$ cat src/rtl/mul8_consts.svh
`ifndef MUL8_CONSTS_SVH
`define MUL8_CONSTS_SVH

`define MUL8_OP_W    8
`define MUL8_PROD_W  16
`define MUL8_ROW_W   14
`define MUL8_LATENCY 3

`endif

$ cat src/rtl/mul8_pkg.sv
`include "mul8_consts.svh"

package mul8_pkg;

    // one multiplier operand
    typedef logic [`MUL8_OP_W-1:0] operand_t;

    // full unsigned product
    typedef logic [`MUL8_PROD_W-1:0] product_t;

    // one of the two rows that enter the final add, weights 1 to 14
    typedef logic [`MUL8_ROW_W-1:0] row_t;

endpackage

$ cat src/rtl/cla_adder.sv
`timescale 1ns/1ps

module cla_adder #(
    parameter int WIDTH = 8
) (
    output logic [WIDTH-1:0] sum,
    output logic             cout,
    input  logic [WIDTH-1:0] x,
    input  logic [WIDTH-1:0] y
);

    logic [WIDTH-1:0] g;
    logic [WIDTH-1:0] p;
    logic [WIDTH:0]   c;

    assign g = x & y;
    assign p = x ^ y;

    // there is no carry in
    assign c[0] = 1'b0;

    // each carry is the OR of every generate term that can reach it
    // through an unbroken run of propagates, so no carry ripples
    for (genvar i = 0; i < WIDTH; i++) begin : g_carry
        logic [i:0] terms;

        for (genvar j = 0; j <= i; j++) begin : g_term
            if (j == i) begin : g_direct
                assign terms[j] = g[j];
            end else begin : g_chain
                assign terms[j] = g[j] & (&p[i:j+1]);
            end
        end

        assign c[i+1] = |terms;
    end

    assign sum  = p ^ c[WIDTH-1:0];
    assign cout = c[WIDTH];

endmodule

$ cat src/rtl/operand_capture.sv
`timescale 1ns/1ps

module operand_capture (
    input  logic               clk,
    input  logic               arst_n,
    input  logic               in_valid,
    input  mul8_pkg::operand_t a,
    input  mul8_pkg::operand_t b,
    output logic               cap_valid,
    output mul8_pkg::operand_t cap_a,
    output mul8_pkg::operand_t cap_b
);

    import mul8_pkg::*;

    // the strobe follows in_valid every cycle, the operands only move
    // when a new pair is offered
    always_ff @(posedge clk or negedge arst_n) begin
        if (!arst_n) begin
            cap_valid <= 1'b0;
            cap_a     <= '0;
            cap_b     <= '0;
        end else begin
            cap_valid <= in_valid;
            if (in_valid) begin
                cap_a <= a;
                cap_b <= b;
            end
        end
    end

endmodule

$ cat src/rtl/pp_reduction.sv
`timescale 1ns/1ps
`include "mul8_consts.svh"

module pp_reduction (
    input  logic               clk,
    input  logic               arst_n,
    input  logic               cap_valid,
    input  mul8_pkg::operand_t cap_a,
    input  mul8_pkg::operand_t cap_b,
    output logic               red_valid,
    output mul8_pkg::row_t     row_x,
    output mul8_pkg::row_t     row_y,
    output logic               bit0
);

    import mul8_pkg::*;

    // ############################################################
    // partial products
    // ############################################################

    // pp[i][j] carries weight i+j
    operand_t pp [`MUL8_OP_W];

    for (genvar i = 0; i < `MUL8_OP_W; i++) begin : g_pp
        assign pp[i] = cap_a[i] ? cap_b : '0;
    end

    // ############################################################
    // stage 1
    // ############################################################

    // every operand vector below is written msb first, so bit 0 holds
    // the lowest weight of its column group

    // weights 4 to 11
    logic [7:0] s1, in1_1, in1_2;
    logic       c1;
    assign in1_1 = {pp[4][7], pp[3][7], pp[2][7], pp[1][7],
                    pp[0][7], pp[0][6], pp[0][5], pp[0][4]};
    assign in1_2 = {pp[5][6], pp[4][6], pp[3][6], pp[2][6],
                    pp[1][6], pp[1][5], pp[1][4], pp[1][3]};
    cla_adder #(.WIDTH(8)) u_cla1 (.sum(s1), .cout(c1), .x(in1_1), .y(in1_2));

    // weights 5 to 10
    logic [5:0] s2, in2_1, in2_2;
    logic       c2;
    assign in2_1 = {pp[5][5], pp[4][5], pp[3][5], pp[2][5], pp[2][4], pp[2][3]};
    assign in2_2 = {pp[6][4], pp[5][4], pp[4][4], pp[3][4], pp[3][3], pp[3][2]};
    cla_adder #(.WIDTH(6)) u_cla2 (.sum(s2), .cout(c2), .x(in2_1), .y(in2_2));

    // weights 6 to 9
    logic [3:0] s3, in3_1, in3_2;
    logic       c3;
    assign in3_1 = {pp[6][3], pp[5][3], pp[4][3], pp[4][2]};
    assign in3_2 = {pp[7][2], pp[6][2], pp[5][2], pp[5][1]};
    cla_adder #(.WIDTH(4)) u_cla3 (.sum(s3), .cout(c3), .x(in3_1), .y(in3_2));

    // weights 7 and 8
    logic [1:0] s4, in4_1, in4_2;
    logic       c4;
    assign in4_1 = {pp[7][1], pp[6][1]};
    assign in4_2 = {1'b0, pp[7][0]};
    cla_adder #(.WIDTH(2)) u_cla4 (.sum(s4), .cout(c4), .x(in4_1), .y(in4_2));

    // ############################################################
    // stage 2
    // ############################################################

    // weights 2 to 13
    logic [11:0] s5, in5_1, in5_2;
    logic        c5;
    assign in5_1 = {pp[6][7], pp[5][7], pp[6][5], pp[7][3], s1[5], s1[4],
                    s1[3], pp[6][0], pp[4][1], pp[2][2], pp[0][3], pp[0][2]};
    assign in5_2 = {pp[7][6], pp[6][6], pp[7][4], s1[6], s2[4], s2[3],
                    s2[2], s1[2], pp[5][0], pp[3][1], pp[1][2], pp[1][1]};
    cla_adder #(.WIDTH(12)) u_cla5 (.sum(s5), .cout(c5), .x(in5_1), .y(in5_2));

    // weights 3 to 12, which also folds in the middle of s5
    logic [9:0] s6, in6_1, in6_2;
    logic       c6;
    assign in6_1 = {pp[7][5], s1[7], s2[5], s3[3], s3[2],
                    s3[1], s2[1], s1[1], pp[4][0], pp[2][1]};
    assign in6_2 = {s5[10], s5[9], s5[8], s5[7], s4[1],
                    s4[0], s3[0], s2[0], s1[0], pp[3][0]};
    cla_adder #(.WIDTH(10)) u_cla6 (.sum(s6), .cout(c6), .x(in6_1), .y(in6_2));

    // ############################################################
    // rows for the final add, weights 1 to 14
    // ############################################################

    row_t row_x_d;
    row_t row_y_d;

    assign row_x_d = {pp[7][7], s5[11], c1, c2, c3, c4, s5[6], s5[5],
                      s5[4], s5[3], s5[2], s5[1], pp[2][0], pp[0][1]};
    assign row_y_d = {c5, c6, s6[9], s6[8], s6[7], s6[6], s6[5], s6[4],
                      s6[3], s6[2], s6[1], s6[0], s5[0], pp[1][0]};

    always_ff @(posedge clk or negedge arst_n) begin
        if (!arst_n) begin
            red_valid <= 1'b0;
            row_x     <= '0;
            row_y     <= '0;
            bit0      <= 1'b0;
        end else begin
            red_valid <= cap_valid;
            if (cap_valid) begin
                row_x <= row_x_d;
                row_y <= row_y_d;
                bit0  <= pp[0][0];
            end
        end
    end

endmodule

$ cat src/rtl/product_output.sv
`timescale 1ns/1ps
`include "mul8_consts.svh"

module product_output (
    input  logic               clk,
    input  logic               arst_n,
    input  logic               red_valid,
    input  mul8_pkg::row_t     row_x,
    input  mul8_pkg::row_t     row_y,
    input  logic               bit0,
    output logic               out_valid,
    output mul8_pkg::product_t product
);

    import mul8_pkg::*;

    row_t     sum;
    logic     cout;
    product_t product_d;

    cla_adder #(.WIDTH(`MUL8_ROW_W)) u_cla_final (
        .sum  (sum),
        .cout (cout),
        .x    (row_x),
        .y    (row_y)
    );

    // the rows start at weight 1, bit 0 bypasses the adder entirely
    assign product_d = {cout, sum, bit0};

    always_ff @(posedge clk or negedge arst_n) begin
        if (!arst_n) begin
            out_valid <= 1'b0;
            product   <= '0;
        end else begin
            out_valid <= red_valid;
            if (red_valid) begin
                product <= product_d;
            end
        end
    end

endmodule

$ cat src/rtl/mul8_unit.sv
`timescale 1ns/1ps

module mul8_unit (
    input  logic               clk,
    input  logic               arst_n,
    input  logic               in_valid,
    input  mul8_pkg::operand_t a,
    input  mul8_pkg::operand_t b,
    output logic               out_valid,
    output mul8_pkg::product_t product
);

    import mul8_pkg::*;

    logic     cap_valid;
    operand_t cap_a;
    operand_t cap_b;
    logic     red_valid;
    row_t     row_x;
    row_t     row_y;
    logic     bit0;

    operand_capture u_capture (
        .clk       (clk),
        .arst_n    (arst_n),
        .in_valid  (in_valid),
        .a         (a),
        .b         (b),
        .cap_valid (cap_valid),
        .cap_a     (cap_a),
        .cap_b     (cap_b)
    );

    pp_reduction u_reduction (
        .clk       (clk),
        .arst_n    (arst_n),
        .cap_valid (cap_valid),
        .cap_a     (cap_a),
        .cap_b     (cap_b),
        .red_valid (red_valid),
        .row_x     (row_x),
        .row_y     (row_y),
        .bit0      (bit0)
    );

    product_output u_output (
        .clk       (clk),
        .arst_n    (arst_n),
        .red_valid (red_valid),
        .row_x     (row_x),
        .row_y     (row_y),
        .bit0      (bit0),
        .out_valid (out_valid),
        .product   (product)
    );

endmodule

$ cat config.mk
export PLATFORM = sky130hd
export DESIGN_NAME = mul8_unit
export DESIGN_NICKNAME = d
export VERILOG_FILES = /design/src/rtl/mul8_pkg.sv /design/src/rtl/cla_adder.sv /design/src/rtl/operand_capture.sv /design/src/rtl/pp_reduction.sv /design/src/rtl/product_output.sv /design/src/rtl/mul8_unit.sv
export VERILOG_INCLUDE_DIRS = /design/src /design/src/rtl
export SDC_FILE = /design/constraint.sdc
export NUM_CORES = 1
export LEC_CHECK = 0
export BUFFER_PORTS_ARGS = -buffer_cell sky130_fd_sc_hd__buf_2
export CAP_MARGIN = 20
export CELL_PAD_IN_SITES_DETAIL_PLACEMENT = 1
export CELL_PAD_IN_SITES_GLOBAL_PLACEMENT = 1
export CORE_MARGIN = 3
export CORE_UTILIZATION = 49
export DETAILED_ROUTE_END_ITERATION = 8
export PLACE_DENSITY_LB_ADDON = 0.1
export SLEW_MARGIN = 10
export SYNTH_ARGS = -nofsm -noshare
export SYNTH_HDL_FRONTEND = slang
export SYNTH_HIERARCHICAL = 1
export SYNTH_SLANG_ARGS = --single-unit
$ cat constraint.sdc
create_clock -name clk -period 4.6 [get_ports clk]
set_input_delay 0.69 -clock clk [delete_from_list [all_inputs] [get_ports clk]]
set_output_delay 0.69 -clock clk [all_outputs]
set_load 0.03 [all_outputs]
==> Yosys cells after proc, flatten, opt, wreduce, memory -nomap -nowiden <==
Cells that the tools add are included.
{ "totals": {"ff_bits": 64, "input_bits": 19, "output_inout_bits": 17, "wordCells": 542} }
{ "classes": {"mux": 8, "bitwise_logic": 273, "reduce_logical": 252} }
{ "op_table": {"columns": ["cell", "count"], "rows": [
  ["$and A1 B1 Y1", 252],
  ["$reduce_and A5 Y1", 25],
  ["$reduce_and A4 Y1", 30],
  ["$reduce_and A6 Y1", 20],
  ["$reduce_and A7 Y1", 16],
  ["$reduce_and A3 Y1", 36],
  ["$reduce_and A8 Y1", 12],
  ["$reduce_and A2 Y1", 42],
  ["$reduce_and A9 Y1", 9],
  ["$mux W8", 8],
  ["$reduce_and A10 Y1", 6],
  ["$reduce_and A11 Y1", 4],
  ["$reduce_or A8 Y1", 4],
  ["$reduce_or A10 Y1", 3],
  ["$reduce_or A6 Y1", 5],
  ["$reduce_or A7 Y1", 4],
  ["$xor A14 B14 Y14", 2],
  ["$reduce_or A9 Y1", 3],
  ["$reduce_or A5 Y1", 5],
  ["$reduce_and A12 Y1", 2],
  ["$reduce_or A12 Y1", 2],
  ["$reduce_or A4 Y1", 6],
  ["$xor A12 B12 Y12", 2],
  ["$reduce_or A11 Y1", 2],
  ["18 further kinds", 33]
]} }

==> Depth between registers and ports, before layout <==
{ "depth": {"depth_word": 16, "depth_mapped": 19, "ltp_nobuf": 19} }

==> Modules after synthesis <==
Netlist, hierarchy kept.
{ "by_module_without_submodules": {"columns": ["mod", "n_inst", "cells_per_inst", "area_per_inst_um2", "seq_area_each_um2"], "rows": [
  ["pp_reduction", 1, 133, 1594.0, 750.7],
  ["cla_adder at u_output.u_cla_final", 1, 102, 721.9, 0.0],
  ["operand_capture", 1, 35, 674.4, 425.4],
  ["product_output", 1, 35, 674.4, 425.4],
  ["cla_adder at u_reduction.u_cla5", 1, 59, 476.7, 0.0],
  ["cla_adder at u_reduction.u_cla6", 1, 45, 372.9, 0.0],
  ["cla_adder at u_reduction.u_cla1", 1, 35, 294.0, 0.0],
  ["cla_adder at u_reduction.u_cla2", 1, 25, 216.5, 0.0],
  ["cla_adder at u_reduction.u_cla3", 1, 15, 127.6, 0.0],
  ["cla_adder at u_reduction.u_cla4", 1, 7, 51.3, 0.0]
]} }

==> Least setup slack after synthesis <==
No wires, ideal clock.
{ "synth_path": {"kind": "reg2reg", "start": "register u_capture.cap_a[1]", "end": "register u_reduction.row_y[12]", "setup_ns": 0.125, "arrival_ns": 3.496, "required_time_ns": 4.475, "slack_ns": 0.978, "path_stages_with_launch": 19, "n_path_buf": 0, "period_less_slack_ns": 3.622, "path_cell_list": "dfrtp_1 and2_1 ha_1 a21oi_2 and2b_2 nor2_1 xnor2_1 ha_1 o21ai_0 a31oi_1 nor3_1 a2bb2oi_1 ha_1 nand2_1 o21ai_0 a41oi_2 a21oi_2 a21o_1 mux2_4"} }
{ "synth_between": {"elab_chain_len": 15, "word_cells_on_any_way": 127, "classes_between": "mux (1); bitwise (67); reduce/logical (59)"} }
{ "synth_rtl": {"columns": ["element", "line", "source"], "rows": [
  ["start, declared", "operand_capture.sv:10", "output mul8_pkg::operand_t cap_a,"],
  ["start signal, assigned", "operand_capture.sv:21", "cap_a <= '0;"],
  ["start signal, assigned", "operand_capture.sv:26", "cap_a <= a;"],
  ["$mux W8 *", "pp_reduction.sv:26", "assign pp[i] = cap_a[i] ? cap_b : '0;"],
  ["via u_reduction.in1_2[1]", "pp_reduction.sv:37", "logic [7:0] s1, in1_1, in1_2;"],
  ["$xor A8 B8 Y8", "cla_adder.sv:17", "assign p = x ^ y;"],
  ["$reduce_and A2 Y1", "cla_adder.sv:31", "assign terms[j] = g[j] & (&p[i:j+1]);"],
  ["$and A1 B1 Y1", "cla_adder.sv:31", null],
  ["$reduce_or A3 Y1 *", "cla_adder.sv:35", "assign c[i+1] = |terms;"],
  ["$xor A8 B8 Y8 *", "cla_adder.sv:38", "assign sum = p ^ c[WIDTH-1:0];"],
  ["via u_reduction.in5_1[5]", "pp_reduction.sv:71", "logic [11:0] s5, in5_1, in5_2;"],
  ["[... 3 more ...]", null, null],
  ["$reduce_or A7 Y1 *", "cla_adder.sv:35", null],
  ["$xor A12 B12 Y12 *", "cla_adder.sv:38", null],
  ["via u_reduction.in6_2[6]", "pp_reduction.sv:80", "logic [9:0] s6, in6_1, in6_2;"],
  ["$xor A10 B10 Y10", "cla_adder.sv:17", null],
  ["$reduce_and A9 Y1, or another cell as far along", "cla_adder.sv:31", null],
  ["$and A1 B1 Y1", "cla_adder.sv:31", null],
  ["$reduce_or A10 Y1 *", "cla_adder.sv:35", null],
  ["via u_reduction.c6", "pp_reduction.sv:81", "logic c6;"],
  ["end signal, assigned", "pp_reduction.sv:110", "row_y <= row_y_d;"],
  ["end, declared", "pp_reduction.sv:12", "output mul8_pkg::row_t row_y,"]
]} }
The timed path passes the listed nets; every way through them passes the cells marked *.
A chain may end at the register's enable or synchronous reset.

==> Worst setup path in the final report <==
{ "layout_path": {"start": "register u_capture.cap_a[1]", "end": "register u_reduction.row_y[12]"} }
{ "layout_between": {"elab_chain_len": 15, "word_cells_on_any_way": 127, "classes_between": "mux (1); bitwise (67); reduce/logical (59)"} }
{ "layout_rtl": {"columns": ["element", "line"], "rows": [
  ["$mux W8 *", "pp_reduction.sv:26"],
  ["via u_reduction.in1_2[1]", "pp_reduction.sv:37"],
  ["$xor A8 B8 Y8", "cla_adder.sv:17"],
  ["$reduce_and A2 Y1", "cla_adder.sv:31"],
  ["$and A1 B1 Y1", "cla_adder.sv:31"],
  ["$reduce_or A3 Y1 *", "cla_adder.sv:35"],
  ["$xor A8 B8 Y8 *", "cla_adder.sv:38"],
  ["via u_reduction.in5_1[5]", "pp_reduction.sv:71"],
  ["[... 3 more ...]", null],
  ["$reduce_or A8 Y1 *", "cla_adder.sv:35"],
  ["$xor A12 B12 Y12 *", "cla_adder.sv:38"],
  ["via u_reduction.in6_2[7]", "pp_reduction.sv:80"],
  ["$xor A10 B10 Y10", "cla_adder.sv:17"],
  ["$reduce_and A9 Y1, or another cell as far along", "cla_adder.sv:31"],
  ["$and A1 B1 Y1", "cla_adder.sv:31"],
  ["$reduce_or A10 Y1 *", "cla_adder.sv:35"],
  ["via u_reduction.c6", "pp_reduction.sv:81"]
]} }
Marks and branches as above.

==> impl_metrics.py <==
metrics = {
    "floorplan": {
        "row_count": 36,
        "start_util_pct": 51.8,
        "die_y_um": 109,
        "dieWidth_um": 109,
        "die_area_um2": 11900,
        "num_io_pins": 36,
        "coreArea_um2": 10000,
    },
    "clock_tree": {
        "cts_setup_buffers": 0,
        "numClockSinks": 64,
        "clkTransAtPathRegs_ns": 0.08,
        "ctsHoldBuffers": 0,
        "root_buffer": "clkbuf_8",
        "numCtsBuffers": 9,
        "cts_tree": "done",
        "cts_resized": 0,
        "clockBufferDepth": 2,
        "clk_latency_ns": 0.36,
        "cts_max_level": 3,
    },
    "sta": {
        "finalCriticalPeriod_ns": 4.17,
        "drv_slew": 0,
        "fin_worst_skew_ns": 0.0201,
        "timing.fmax_ghz": 0.240,
        "finalSetupViolCount": 0,
        "worst_slew_pin_slew_ns": 0.922,
        "fin_setup_tns_ns": 0,
        "hold_violations": 0,
        "slew_headroom_pct": 38.6,
        "rsz0062_at_grt": "false",
        "finalCritPeriodShare_pct": 90.7,
    },
    "finish": {
        "multi_input_area_um2": 3310,
        "fin_nets": 609,
        "drive_above_1_share_pct": 24.6,
        "fillerInstances": 1113,
        "seq_area_um2": 1600,
        "diodes": 0,
        "syn_to_final_growth_pct": 8.56,
    },
    "global_route": {
        "grtUsageTotal_pct": 24.4,
        "grt_max_degree": 65,
        "antenna_found_initial": 0,
        "grt_pass1_wl_um": 22100,
        "grt_pass1_vias": 4222,
        "grt_overflow": 0,
    },
    "place": {
        "gp_congestion": 0.889,
        "hpwl_um": 10000,
        "io_buffers": 35,
    },
    "synthesis": {
        "synth_compound_area_share_pct": 12.9,
        "synth_warnings": 6,
        "synth_top_area_share_pct": 30.8,
        "synth_xor_area_share_pct": 5.89,
        "syn-num-nets": 572,
        "yosys_register_bits": 64,
        "synth_top_area_cell": "dfrtp_1",
        "synth_ff_type": "dfrtp_1",
        "avgSynthCellArea_um2": 10.6,
        "ys_seq_area_share_pct": 30.8,
        "synthesis.area_um2": 5200,
        "synth-simple-area-share_pct": 13.9,
        "syn_inst": 491,
        "yosysUniqueCellTypes": 58,
        "synthAdderAreaFrac_pct": 15.9,
        "synth_area_leaders": "dfrtp_1 31%, ha_1 13%, mux2_4 12%",
        "synth_mux_area_share_pct": 15.0,
        "synth_top_family_by_area": "adder cells",
        "async_flop_share_pct": 100,
        "synth_edf_count": 0,
    },
    "min_path": {
        "hold_class": "flip-flop to flip-flop",
        "whs_path_depth": 0,
    },
    "detailed_routing": {
        "wl_per_cell_um": 20.1,
        "drt_wl_total_um": 13400,
        "num_vias": 3777,
        "viasPerCell": 5.67,
        "first_pass_iters": 4,
        "ant_nets": 0,
        "drtIter0Drc": 110,
        "drc": 0,
    },
    "power_and_ir_drop": {
        "power_frac_clock_pct": 17.3,
        "finalPower_mw": 3.30,
        "power_switching_share_pct": 42.4,
        "p_switching_mw": 1.40,
        "combPwrFrac_pct": 56.6,
        "powerDensity_nw_per_um2": 585,
        "p_leak_nw": 2.76,
        "p_int_mw": 1.90,
        "vdd_ir_drop_max_v": 0.000270,
        "p_seq_share_pct": 26.1,
    },
    "job": {
        "cap_violations": 0,
    },
    "worst_setup_path": {
        "cp-start-kind": "flip-flop",
        "cp_max_fo": 9,
        "r2r_cells": 19,
        "critPathKind": "flip-flop to flip-flop",
        "crit_required_ns": 4.83,
        "cp-end-kind": "flip-flop",
        "r2r_slack_ns": 0.43,
        "crit_arrival_ns": 4.40,
    },
    "run_status": {
        "status": "complete, no violations",
    },
}
-- power by group through the flow --
stage	combinational, mW	sequential [mW]	clock, mW
2_1_floorplan	1.35	0.951	0
3_3_place_gp	1.78	0.864	0
3_5_place_dp	1.84	0.875	0
4_1_cts	1.87	0.868	0.589
5_1_grt	2.05	0.890	0.615
6_report	1.87	0.863	0.571
-- cell usage after synthesis, types with 2 or more instances --
master / count
buf_2: 3
nor2b_1: 2
nor2_1: 23
nor3_1: 3
nand3_1: 14
a21o_2: 2
a211oi_2: 3
nand2_1: 13
a211oi_1: 4
xnor2_1: 25
buf_6: 4
inv_1: 39
dfrtp_1: 64
a21o_1: 7
a41oi_1: 2
and2_1: 59
o31a_1: 2
a21oi_2: 5
o21ai_0: 17
buf_12: 4
xor2_1: 10
mux2_2: 16
ha_1: 55
a31oi_1: 8
and3_1: 4
o21bai_1: 5
mux2_4: 40
nand4_1: 6
a21oi_1: 16
o211ai_2: 2
fa_1: 7
-- worst max-delay path, stage by stage (launching register included) --
cell      delay [ns]
dfrtp_1         0.48
and2_1          0.22
ha_1            0.31
a21oi_2         0.18
and2b_2         0.24
nor2_1          0.11
xnor2_1         0.08
ha_1            0.34
o21ai_0         0.10
a31oi_1         0.31
nor3_1          0.11
o21bai_1        0.19
xor2_1          0.22
ha_1            0.29
nor2_1          0.18
nor2b_1         0.07
nor2_1          0.11
a21oi_2         0.05
a21o_1          0.19
mux2_4          0.25
-- cell usage in the layout (no fill, tap or decap), types with 3 or more instances in the layout --
cell type,Yosys,routed
xor2_1,10,10
and2_1,59,59
ha_1,55,55
a31oi_1,8,8
buf_2,3,35
a21o_1,7,7
dfrtp_1,64,64
a211oi_1,4,4
mux2_4,40,40
o21bai_1,5,5
inv_1,39,39
o21ai_0,17,17
nand3_1,14,14
nor2_1,23,23
clkbuf_8,0,9
a21oi_2,5,5
nand2_1,13,13
fa_1,7,7
and3_1,4,4
xnor2_1,25,25
nand4_1,6,6
a21oi_1,16,16
buf_4,0,3
mux2_2,16,16
nor3_1,3,3
a211oi_2,3,3
-- metal layers --
| metal | vias to the layer above | routed length, um | global-route usage (%) |
|---|---|---|---|
| met5 | - | 0 | 0 |
| met4 | 0 | 157 | 6.22 |
| met3 | 14 | 338 | 3.67 |
| met2 | 59 | 6860 | 43.7 |
| met1 | 1910 | 6050 | 30.7 |
| li1 | 1794 | - | - |
-- sequential cells by signal, indices dropped and copies added, names as in the netlist --
signal and cells:
u_capture/cap_a 8, u_capture/cap_b 8, u_capture/cap_valid 1, u_output/out_valid 1, u_output/product 16, u_reduction/bit0 1, u_reduction/red_valid 1, u_reduction/row_x 14
u_reduction/row_y 14
-- area by class of cell --
type	instances	share of cell area, %
clock inverter	7	1.82
inverter	39	2.59
sequential	64	28.4
clock buffer	9	2.19
multi-input combinational	376	58.6
timing repair buffer	38	3.50
tap	133	2.95
-- per-stage QoR --
step	util [%]	instances	hold WS [ns]	worst slack [ns]	cell area (um2)
final	56.2	666	0.461	0.428	5650
after global routing	56.2	666	0.485	0.205	5650
after CTS	56.2	666	0.463	0.465	5650
after global placement	54.0	650	0.430	0.680	5420
after floorplan	-	491	0.374	0.978	5200
after detailed placement	54.0	650	0.441	0.511	5420
-- logic make-up (layout without fill, tap and decap cells) --
kind of cell | count (synthesis) | after routing
compound gates | 90 | 90
xor+xnor | 35 | 35
fa+ha+maj | 62 | 62
buf+inv | 51 | 93
flops | 64 | 64
mux | 56 | 56
other cells | 1 | 1
simple gates | 132 | 132
-- path summary, 6_finish.rpt --
kind	from	end
min in group asynchronous	arst_n	u_reduction/row_y[5]$_DFFE_PN0P_
max in group asynchronous	arst_n	u_capture/cap_a[3]$_DFFE_PN0P_
hold reg to reg	u_capture/cap_valid$_DFF_PN0_	u_reduction/red_valid$_DFF_PN0_
hold / removal	u_capture/cap_valid$_DFF_PN0_	u_reduction/red_valid$_DFF_PN0_
setup reg to reg	u_capture/cap_a[1]$_DFFE_PN0P_	u_reduction/row_y[12]$_DFFE_PN0P_
setup / recovery	u_capture/cap_a[1]$_DFFE_PN0P_	u_reduction/row_y[12]$_DFFE_PN0P_
No activity file was read; power rests on OpenSTA's default activity.
